$ cat src/verilog/dcache_pkg.sv
package dcache_pkg;

    // Cache geometry
    localparam int num_ways       = 4;
    localparam int num_sets       = 16;
    localparam int words_per_line = 4;
    localparam int word_bits      = 32;
    localparam int addr_bits      = 32;

    // Derived widths
    localparam int line_bits     = words_per_line * word_bits;
    localparam int byte_off_bits = 2;
    localparam int word_sel_bits = $clog2(words_per_line);
    localparam int index_bits    = $clog2(num_sets);
    localparam int tag_bits      = addr_bits - index_bits - word_sel_bits - byte_off_bits;
    localparam int way_bits      = $clog2(num_ways);

    typedef logic [word_bits-1:0] word_t;
    // Word 0 sits in the low bits
    typedef logic [line_bits-1:0] line_t;
    typedef logic [way_bits-1:0]  way_idx_t;

    typedef struct packed {
        logic                 is_store;
        logic [addr_bits-1:0] addr;
        word_t                wdata;
    } cpu_req_t;

    typedef struct packed {
        word_t rdata;
    } cpu_resp_t;

    // Refill from L2, line-aligned address
    typedef struct packed {
        logic [addr_bits-1:0] addr;
        line_t                data;
    } l2_fill_t;

    // Dirty victim going back to L2
    typedef struct packed {
        logic [addr_bits-1:0] addr;
        line_t                data;
    } l2_wb_t;

    typedef struct packed {
        logic [index_bits-1:0]    index;
        logic [tag_bits-1:0]      tag;
        logic [word_sel_bits-1:0] word_sel;
        logic                     fill_en;
        logic                     store_en;
        word_t                    wdata;
        line_t                    fill_line;
    } way_cmd_t;

    typedef struct packed {
        logic                hit;
        logic                valid;
        logic                dirty;
        logic [tag_bits-1:0] tag;
        line_t               block;
    } way_status_t;

endpackage

$ cat src/verilog/lru_tracker.sv
module lru_tracker
    import dcache_pkg::*;
(
    input  logic                  clk,
    input  logic                  rst_n,
    input  logic                  touch,
    input  logic [index_bits-1:0] touch_index,
    input  way_idx_t              touch_way,
    input  logic [index_bits-1:0] query_index,
    output way_idx_t              lru_way
);

    // Age per way, 0 is the oldest
    logic [num_ways-1:0][way_bits-1:0] age [num_sets];
    logic [way_bits-1:0] touched_age;

    function automatic logic perm_ok(input logic [num_ways-1:0][way_bits-1:0] a);
        logic [num_ways-1:0] seen;
        seen = '0;
        for (int w = 0; w < num_ways; w++) begin
            seen[a[w]] = 1'b1;
        end
        return &seen;
    endfunction

    assign touched_age = age[touch_index][touch_way];

    always_ff @(posedge clk or negedge rst_n) begin
        if (!rst_n) begin
            for (int s = 0; s < num_sets; s++) begin
                for (int w = 0; w < num_ways; w++) begin
                    age[s][w] <= way_bits'(w);
                end
            end
        end else if (touch) begin
            for (int w = 0; w < num_ways; w++) begin
                if (way_idx_t'(w) == touch_way) begin
                    age[touch_index][w] <= way_bits'(num_ways - 1);
                end else if (age[touch_index][w] > touched_age) begin
                    // Younger ways slide down one place
                    age[touch_index][w] <= age[touch_index][w] - 1'b1;
                end
            end
        end
    end

    always_comb begin
        lru_way = '0;
        for (int w = 0; w < num_ways; w++) begin
            if (age[query_index][w] == '0) begin
                lru_way = way_idx_t'(w);
            end
        end
    end

    age_perm_check: assert property (
        @(posedge clk) disable iff (!rst_n)
        touch |=> perm_ok(age[$past(touch_index)])
    ) else $error("lru_tracker: ages of a touched set are not a permutation");

endmodule

$ cat config.mk
export PLATFORM = sky130hd
export DESIGN_NAME = lru_tracker
export DESIGN_NICKNAME = d
export VERILOG_FILES = /design/src/verilog/dcache_pkg.sv /design/src/verilog/lru_tracker.sv
export SDC_FILE = /design/constraint.sdc
export NUM_CORES = 1
export LEC_CHECK = 0
export ABC_AREA = 0
export BUFFER_PORTS_ARGS = -buffer_cell sky130_fd_sc_hd__buf_4
export CORE_MARGIN = 10
export CORE_UTILIZATION = 40
export CTS_BUF_LIST = sky130_fd_sc_hd__clkbuf_8
export CTS_CLUSTER_DIAMETER = 150
export DETAILED_ROUTE_END_ITERATION = 16
export GPL_ROUTABILITY_DRIVEN = 0
export PLACE_DENSITY = 0.57
export SLEW_MARGIN = 20
export SYNTH_ARGS = -nofsm -noshare
export SYNTH_HDL_FRONTEND = slang
export SYNTH_SLANG_ARGS = --single-unit
$ cat constraint.sdc
create_clock -name clk -period 4.1 [get_ports clk]
set_input_delay 0.205 -clock clk [delete_from_list [all_inputs] [get_ports clk]]
set_output_delay 0.205 -clock clk [all_outputs]
set_load 0.005 [all_outputs]
# Yosys cells after proc, flatten, opt, wreduce, memory -nomap -nowiden
# Cells that the tools add are included.
dict set report op_classes {
  add_sub_neg 4
  muxes 34
  n_lt_le_gt_ge 8
  reduce_logical 5
  n_bitwise 6
  eq_ne 3
}
# op count
set ops {}
lappend ops {{$mux W128} 11}
lappend ops {{$bwmux W128} 4}
lappend ops {{$or A128 B128 Y128} 4}
lappend ops {{$demux W8 S4} 4}
lappend ops {{$bmux W8 S4} 2}
lappend ops {{$mux W8} 5}
lappend ops {{$ge A5 B5 Y1 const B} 2}
lappend ops {{$not A4 Y5} 2}
lappend ops {{$gt A2 B2 Y1} 4}
lappend ops {{$logic_not A2 Y1} 4}
lappend ops {{$mux W2} 4}
lappend ops {{$sub A2 B1 Y2 const B} 4}
lappend ops {{$mux W6} 1}
lappend ops {{$lt A5 B1 Y1 const B} 1}
lappend ops {{$bmux W2 S2} 1}
lappend ops {{$eq A2 B2 Y1 const A} 2}
lappend ops {{$mux W4} 1}
lappend ops {{$lt A2 B3 Y1 const B} 1}
lappend ops {{$eq A1 B2 Y1 const A} 1}
lappend ops {{$logic_and A1 B1 Y1} 1}
lappend ops {{$mux W1} 1}
dict set report totals {
  wordCells 124
  regBits 128
}

# Longest topological paths before layout
# Gate-level depths: netlist (run 1).
dict set report depth {
  word_depth 21
  mapped_depth 16
  mapped_depth_nobuf 11
}

# Worst setup path after synthesis (run 1)
# Ideal clock, no wire load.
dict set report synth_timing {
  path_kind {input port to flip-flop}
  startpoint {input port touch_index[1]}
  endpoint {register age[96] in the netlist's numbering}
  arrival_ns 3.871
  cell_stages 16
  setup_time_ns 0.125
  path_slack_ns 0.104
  path_cell_list {buf_6 buf_6 buf_2 mux4_2 mux2i_1 mux2i_1 and2_1 a211oi_1 ha_1 nor2b_1 o21ai_0 and2_1 clkbuf_1 clkbuf_1 nor2_1 mux2_2}
}
dict set report synth_via {
  elab_chain_len 21
  elab_cells_between_ends 41
  cone_classes {add/sub (4); order compare (6); mux (25); bitwise (5); reduce/logical (1)}
}
# item line_no
set synth_lines {}
lappend synth_lines {{from (decl)} lru_tracker.sv:7} ;# input logic [index_bits-1:0] touch_index,
lappend synth_lines {{$not A4 Y5 (not written as such) *} n/a}
lappend synth_lines {{$bmux W8 S4} {lru_tracker.sv:26, lru_tracker.sv:39, lru_tracker.sv:41}}
lappend synth_lines {{$mux W8 (not written as such) (2 in series)} {lru_tracker.sv:26, lru_tracker.sv:39, lru_tracker.sv:41}}
lappend synth_lines {{$bmux W2 S2} lru_tracker.sv:26} ;# assign touched_age = age[touch_index][touch_way];
lappend synth_lines {{$mux W2 (not written as such)} lru_tracker.sv:26}
lappend synth_lines {{$gt A2 B2 Y1} lru_tracker.sv:39} ;# end else if (age[touch_index][w] > touched_age) begin
lappend synth_lines {{$mux W128} lru_tracker.sv:39}
lappend synth_lines {{$mux W128} lru_tracker.sv:37} ;# if (way_idx_t'(w) == touch_way) begin
lappend synth_lines {{[4 not listed]} n/a}
lappend synth_lines {{$mux W128} lru_tracker.sv:35} ;# end else if (touch) begin
lappend synth_lines {{$bwmux W128} lru_tracker.sv:41} ;# age[touch_index][w] <= age[touch_index][w] - 1'b1;
lappend synth_lines {{$mux W128} lru_tracker.sv:39}
lappend synth_lines {{$mux W128} lru_tracker.sv:37}
lappend synth_lines {{$mux W128} lru_tracker.sv:35}
lappend synth_lines {{$bwmux W128} lru_tracker.sv:41}
lappend synth_lines {{$mux W128} lru_tracker.sv:39}
lappend synth_lines {{$mux W128 *} lru_tracker.sv:37}
lappend synth_lines {{to (signal, indexed assignment)} lru_tracker.sv:32} ;# age[s][w] <= way_bits'(w);
lappend synth_lines {{to (signal, indexed assignment)} lru_tracker.sv:38} ;# age[touch_index][w] <= way_bits'(num_ways - 1);
lappend synth_lines {{to (signal, indexed assignment)} lru_tracker.sv:41}
lappend synth_lines {{to (decl)} lru_tracker.sv:14} ;# logic [num_ways-1:0][way_bits-1:0] age [num_sets];
# Every way passes the cells marked *; elsewhere a longest branch is shown, timed or not. The select of a mux whose other input is x is not followed.
# A chain may end at the register's enable or synchronous reset.

# Worst setup path after layout (run 1)
dict set report layout_timing {
  startpoint {register age[97] in the netlist's numbering}
  endpoint {register age[63] in the netlist's numbering}
}
dict set report layout_via {
  elab_chain_len 20
  elab_cells_between_ends 28
  cone_classes {add/sub (1); order compare (4); mux (20); bitwise (3)}
}
# item line_no
set layout_lines {}
lappend layout_lines {{$bmux W8 S4 *} {lru_tracker.sv:26, lru_tracker.sv:39, lru_tracker.sv:41}}
lappend layout_lines {{$mux W8 (not written as such) * (2 in series)} lru_tracker.sv:26}
lappend layout_lines {{$bmux W2 S2} lru_tracker.sv:26}
lappend layout_lines {{$mux W2 (not written as such)} lru_tracker.sv:26}
lappend layout_lines {{$gt A2 B2 Y1} lru_tracker.sv:39}
lappend layout_lines {{$mux W128} lru_tracker.sv:39}
lappend layout_lines {{$mux W128} lru_tracker.sv:37}
lappend layout_lines {{$mux W128} lru_tracker.sv:35}
lappend layout_lines {{[3 not listed]} n/a}
lappend layout_lines {{$mux W128} lru_tracker.sv:35}
lappend layout_lines {{$bwmux W128} lru_tracker.sv:41}
lappend layout_lines {{$mux W128} lru_tracker.sv:39}
lappend layout_lines {{$mux W128} lru_tracker.sv:37}
lappend layout_lines {{$mux W128} lru_tracker.sv:35}
lappend layout_lines {{$bwmux W128} lru_tracker.sv:41}
lappend layout_lines {{$mux W128} lru_tracker.sv:39}
lappend layout_lines {{$mux W128 *} lru_tracker.sv:37}
# Marks and branches as above.

==> key figures, run 1 <==
Layout
  • Final non-filler cell total: 893
  • Footprint of the multi-input gates: 3700 sq um
  • Area Overhead vs Synth: 11.6%
  • Biggest regs: age (128)
  • Final core utilization: 0.451
  • Register area: 3280 sq um
  • Nets: 672
  • Layout cells sized above 1: 0.261
  • Ant diodes: 0
  • Max FFs per register: 128
  • Fillers: 1,601
  • Biggest register: age
  • Final instance area: 8040 sq um

Clock network
  • Clock sinks: 128
  • CTS clk-pin slew, worst paths: 80 ps
  • Htree depth: 4
  • Setup Buffers After CTS: 0
  • Worst-case clock buffer depth: 2
  • Skew-Pair Late Insertion Delay: 460 ps
  • CTS tree: built
  • Total CTS buffers: 17
  • Root Buffer: clkbuf_8

Routing
  • Starting DRT DRC Count: 583
  • DRC errors left: 0
  • Drt first pass iters: 5
  • Vias: 5,489
  • Final WL: 19.9 mm
  • Antenna Nets Post-Route: 0
  • DR vias/cell: 6.15
  • Routed length per instance: 22.3 microns

Status
  • Status: finished, final reports clean

Power and ir drop
  • Pwr Total: 6.52 mW
  • Worst VDD drop: 0.262 mV
  • LEAKAGE: 3.19 nW
  • Power per cell area: 810 nW/um^2

Synthesis
  • Prevailing post-synth register cell: dfstp_2
  • YS warnings: 0
  • EDFF count, synth: 0
  • Sequential fraction of the synthesis area: 0.455
  • Post-synth net total: 657
  • Simple-gate share of the synthesized area: 0.114
  • Post-synth ARST share: 1.00
  • Largest area contributor in the netlist: dfstp_2
  • Mux cell area share after synthesis: 0.207
  • Synthesized area per cell: 11.3 sq um
  • Adder-cell share of the synthesized area: 0.0139
  • Post-Synth XOR/XNOR Area: 0.00972
  • Top cells by area, synth: dfstp_2, dfrtp_1, mux4_1
  • Cell count after synthesis: 636
  • Synth Area in Compound Gates: 0.169
  • Number of synthesized register bits: 128
  • Mapped Area: 7210 sq um
  • Post-synth cell types: 41
  • Yosys top cell area share: 0.233
  • Largest family of logic cells by synthesized area: multiplexers

Worst setup path
  • Reg2reg setup slack: 370 ps
  • Worst-path cell chain: mux4_1 > mux2_2 > mux2i_1 > o32ai_1 > a211oi_1 > buf_4 > ha_1 > nand2_1 > o21ai_0 > nor2_1 > nand3_1 > o22a_1
  • Maximum fanout along the worst path: 8
  • Critical Path Start Type: flip-flop
  • Slowest stage cell, crit path: mux4_1
  • Required time of the critical path: 4500 ps
  • CP max stage delay: 530 ps
  • WS Path Type: reg -> reg
  • WP data arrival: 4130 ps
  • CP Capture Type: flip-flop

Timing
  • Setup TNS: 0 ps
  • Headroom to the max-slew limit: 0.352
  • Final Hold Fails: 0
  • Tcrit/Tclk final: 0.910
  • Worst Skew: 11.5 ps
  • Count of final max-slew check failures: 0
  • Fin crit period: 3730 ps
  • F_max: 268 MHz
  • Slew of the pin with the lowest slew margin: 963 ps
  • RSZ-0062 raised after global routing: no
  • Hold WS: 267 ps
  • # setup viols final: 0
  • Fin worst setup slack: 371 ps

Global route
  • Initial antenna violation count: 0
  • Grt total ovfl: 0
  • Vias in the first global route: 5,521
  • Largest net degree at the start of global routing: 48
  • GRT Resource Usage Total: 0.168
  • First-pass GRT wire length: 31.6 mm

Min path
  • Hold crit path type: in -> reg

Placed design
  • Port Buffers: 14
  • DP Cell Count: 860
  • DP Wirelength: 14.3 mm
  • Placed inst area: 7610 sq um
  • Post-Place Setup Slack: -11.4 ps

Floorplanning
  • # IOs: 15
  • Die Y: 154 microns
  • Site Rows: 49
  • Die ar.: 23,800 sq um
  • Die width: 154 microns
  • Initial Util: 0.404
  • Core Region: 17,800 sq um

Run
  • MaxCap Viol Count: 0
==> cells by family (layout without fill, tap and decap cells) <==
logic type | count (synthesis) | in the layout
muxes | 87 | 87
buffers and inverters | 51 | 79
adders and majority gates | 8 | 8
and+or+nand+nor | 178 | 178
xor gates and xnor gates | 8 | 8
AOI/OAI and AO/OA | 176 | 176
DFF | 128 | 128
==> path summary, 6_finish.rpt <==
kind | start | end | cells after the start
max | age[97]$_DFFE_PN0P_ | age[63]$_DFFE_PN1P_ | 12
min | touch_index[2] | age[45]$_DFFE_PN1P_ | 3
max reg2reg | age[97]$_DFFE_PN0P_ | age[63]$_DFFE_PN1P_ | 12
min reg2reg | age[32]$_DFFE_PN0P_ | age[32]$_DFFE_PN0P_ | 1
max in group asynchronous | rst_n | age[66]$_DFFE_PN1P_ | 3
min in group asynchronous | rst_n | age[76]$_DFFE_PN0P_ | 2
==> layout by cell type (no fill, tap or decap), drive strengths merged, types with 2 or more instances in the layout <==
| cell | n |
|---|---|
| nor2 | 79 |
| a21oi | 77 |
| dfrtp | 64 |
| dfstp | 64 |
| o22a | 51 |
| mux4 | 38 |
| buf | 37 |
| nor3 | 33 |
| mux2 | 28 |
| nand2 | 28 |
| mux2i | 21 |
| a2bb2oi | 20 |
| clkbuf | 19 |
| and2 | 14 |
| inv | 13 |
| a41oi | 12 |
| nor2b | 8 |
| ha | 8 |
| nand2b | 6 |
| a31oi | 6 |
| xnor2 | 5 |
| o21ai | 4 |
| nand3 | 3 |
| xor2 | 3 |
| clkinvlp | 3 |
| clkinv | 3 |
| bufinv | 3 |
| and3 | 2 |
| nor4 | 2 |
==> worst max-delay path, delay by kind of cell, from the launching register on <==
kind	cells	cell delay [ps]
buffers and inverters	1	190
multiplexers	3	1120
AND/OR/NAND/NOR	3	820
adder cells (fa/ha/maj)	1	240
flip-flops	1	390
AO/OA/AOI/OAI	4	910
==> synth_stat cells, types with 4 or more instances <==
library cell	n
o22a_1	51
nand2_1	28
a41oi_1	12
ha_1	8
nor3_1	32
and2_1	14
dfstp_2	64
nor2b_1	8
xnor2_1	5
o21ai_0	4
nor2_1	79
mux4_2	10
mux2_2	28
nand2b_1	6
buf_2	10
mux2i_1	20
a31oi_1	6
clkbuf_1	27
dfrtp_1	64
a2bb2oi_1	20
inv_1	9
a21oi_1	77
mux4_1	28
==> cell type report <==
cell class                 count  share of cell area
multi-input combinational    457               0.460
inverter                       9             0.00420
timing repair buffer          38              0.0389
clock buffer                  19              0.0325
tap                          229              0.0356
clock inverter                13              0.0204
sequential                   128               0.408
==> repair_timing <==
item | CTS | global route
hold buffers | 1 | 0
resized for setup | 0 | 1
hold endpoints to repair | 16 | 0
endpoints found under the setup margin | 0 | 1
==> metal layers <==
layer  track usage  part of all wire  vias to the layer above
met5             0                 0                        -
li1              -                 -                     2464
met1         0.227              0.44                     2777
met2         0.249              0.46                      213
met3        0.0469             0.077                       35
met4        0.0688             0.023                        0
==> power breakdown <==
part | switching (mW) | internal [mW]
clock | 0.537 | 0.635
combinational | 1.39 | 1.30
sequential | 0.509 | 2.14
Note: power is estimated with default switching activity, not from simulation.
==> inputs of run 2 (changes only) <==
REMOVE_ABC_BUFFERS = 1   (was default)
==> key figures, run 2 (synthesis gave the netlist of run 1 again) <==
Status
  • Status: finished, final reports clean

Clock network
  • CTS tree: built
  • Total CTS buffers: 17 (unchanged)
  • Skew-Pair Late Insertion Delay: 460 ps (about the same)
  • Clock sinks: 128 (unchanged)
  • Post-CTS sizing: 0 (unchanged)
  • Htree depth: 4 (unchanged)
  • Post-CTS Hold Buffers: 1 (unchanged)
  • CTS clk-pin slew, worst paths: 80 ps (about the same)
  • Root Buffer: clkbuf_8
  • Setup Buffers After CTS: 0 (unchanged)
  • Worst-case clock buffer depth: 2 (unchanged)

Routing
  • Final WL: 20.3 mm (+1.8%)
  • Metal2 WL: 9.69 mm (+6.4%)
  • Starting DRT DRC Count: 416 (-29%)
  • DR vias/cell: 6.16 (+0.28%)
  • WL met1: 8.77 mm (-0.88%)
  • Antenna Nets Post-Route: 0 (unchanged)
  • DRC errors left: 0 (unchanged)
  • Routed met3 length: 1.15 mm (-25%)
  • Drt first pass iters: 5 (unchanged)
  • Highest routed layer: met4
  • Routed length per instance: 22.7 microns (+1.5%)
  • Vias: 5,523 (+0.62%)

Timing
  • Headroom to the max-slew limit: 0.537 (+0.184)
  • # setup viols final: 0 (unchanged)
  • Hold WS: 258 ps (-8.99 ps)
  • Final Hold Fails: 0 (unchanged)
  • RSZ-0062 raised after global routing: no
  • F_max: 273 MHz (+1.6%)
  • Tcrit/Tclk final: 0.895 (-0.0147)
  • Worst Skew: 14.8 ps (+3.25 ps)
  • Count of final max-slew check failures: 0 (unchanged)
  • Fin crit period: 3670 ps (-60.1 ps)
  • Setup TNS: 0 ps (unchanged)
  • Slew of the pin with the lowest slew margin: 689 ps (-274 ps)

Global route
  • Grt total ovfl: 0 (unchanged)
  • Largest net degree at the start of global routing: 51 (+6.3%)
  • Vias in the first global route: 5,570 (+0.89%)
  • First-pass GRT wire length: 32.0 mm (+1.5%)
  • Initial antenna violation count: 0 (unchanged)
  • GRT Resource Usage Total: 0.172 (+0.00328)

Floorplanning
  • Site Rows: 49 (unchanged)
  • Initial Util: 0.404 (unchanged)
  • Die ar.: 23,800 sq um (unchanged)
  • Die width: 154 microns (unchanged)
  • Core Region: 17,800 sq um (unchanged)
  • Die Y: 154 microns (unchanged)
  • # IOs: 15 (unchanged)

Layout
  • Biggest register: age
  • Commonest non-fill, non-tap cell in the layout: nor2_1
  • Max FFs per register: 128 (unchanged)
  • Nets: 675 (+0.45%)
  • Area Overhead vs Synth: 11.8%
  • Biggest regs: age (128)
  • Final non-filler cell total: 896 (+0.34%)
  • Commonest cells after routing, fill and taps aside: nor2_1, a21oi_1, dfrtp_1, dfstp_2, o22a_1
  • Ant diodes: 0 (unchanged)
  • Layout cells sized above 1: 0.261 (+0.000327)

Power and ir drop
  • Comb power frac: 0.406 (-0.007)
  • Power share of the clock group: 0.185 (+0.005)
  • Sequential power share: 0.409 (+0.002)
  • Worst VDD drop: 0.335 mV (+28%)
  • Switch share: 0.368 (-0.00586)
  • Power per cell area: 804 nW/um^2 (-0.81%)
  • NetSw: 2.38 mW (-2.2%)
  • LEAKAGE: 3.20 nW (+0.39%)
  • P_int: 4.09 mW (+0.32%)

Worst setup path
  • Critical Path Start Type: flip-flop
  • Worst-path cell chain: mux4_1 > mux2i_1 > mux2i_1 > o22ai_1 > a221oi_1 > ha_1 > nand2_1 > o21ai_0 > nor2_1 > nand3_1 > o22a_1
  • Family with the most delay on the worst path: compound AO/OA/AOI/OAI gates
  • CP Capture Type: flip-flop
  • WP data arrival: 4050 ps (-80 ps)
  • CP max stage delay: 560 ps (+30 ps)
  • CP startpoint: age[98]$_DFFE_PN1P_
  • Slowest stage cell, crit path: a221oi_1
  • Maximum fanout along the worst path: 8 (unchanged)
  • WS Path Type: reg -> reg
  • Cell mode on critical path: mux2i_1
  • Required time of the critical path: 4480 ps (-20 ps)
  • Critical R2R Launch: age[98]$_DFFE_PN1P_
  • Buf+Inv Stages, Crit Path: 0 (-1)

Placed design
  • Port Buffers: 14 (unchanged)
  • DP Wirelength: 14.3 mm (about the same)
  • DP Cell Count: 863 (+0.35%)

Run
  • MaxCap Viol Count: 0 (unchanged)

Min path
  • Hold wc startpoint: touch_way[0]
  • Hold crit path type: in -> reg
==> run 2: power groups by stage <==
stage	clock network [mW]	logic, mW	registers, mW
3_3_place_gp	0	2.55	2.63
6_report	1.20	2.63	2.65
3_5_place_dp	0	2.62	2.65
4_1_cts	1.22	2.63	2.64
5_1_grt	1.27	2.89	2.73
2_1_floorplan	0	1.83	2.45
==> run 2: layer usage <==
layer	up-vias	global-route usage
met2	184	0.270
met1	2818	0.219
li1	2478	-
met4	0	0.0864
met5	-	0
met3	43	0.0369
==> run 2: area by class of cell <==
class	instances	area, sq um
inverters	9	33.8
well taps	229	287
flip-flops and latches	128	3280
multi-input cells	457	3700
clock inverters	13	171
fillers	1627	9780
repair buffers	41	323
clock buffers	19	262
==> run 2: per-stage QoR <==
| step | area, sq um | utilization | power, mW | setup WS [ps] |
|---|---|---|---|---|
| detailed placement | 7620 | 0.427 | 5.27 | 106 |
| finish | 8060 | 0.452 | 6.48 | 431 |
| floorplan | 7020 | - | 4.27 | 268 |
| global placement | 7620 | 0.427 | 5.18 | 190 |
| global route | 8060 | 0.452 | 6.90 | 162 |
| CTS | 8060 | 0.452 | 6.48 | 491 |
==> run 2: path summary, 6_finish.rpt <==
path	end	depth (start not counted)	slack (ps)
min	age[45]$_DFFE_PN1P_	4	260
min reg2reg	age[97]$_DFFE_PN0P_	1	500
max in group asynchronous	age[40]$_DFFE_PN0P_	3	2730
max reg2reg	age[39]$_DFFE_PN1P_	11	430
max	age[39]$_DFFE_PN1P_	11	430
min in group asynchronous	age[100]$_DFFE_PN0P_	2	300
==> run 2: worst min-delay path, cell delays in order <==
cell,delay (ps)
buf_4,110
nor2b_1,100
nor3_1,190
a31oi_1,100
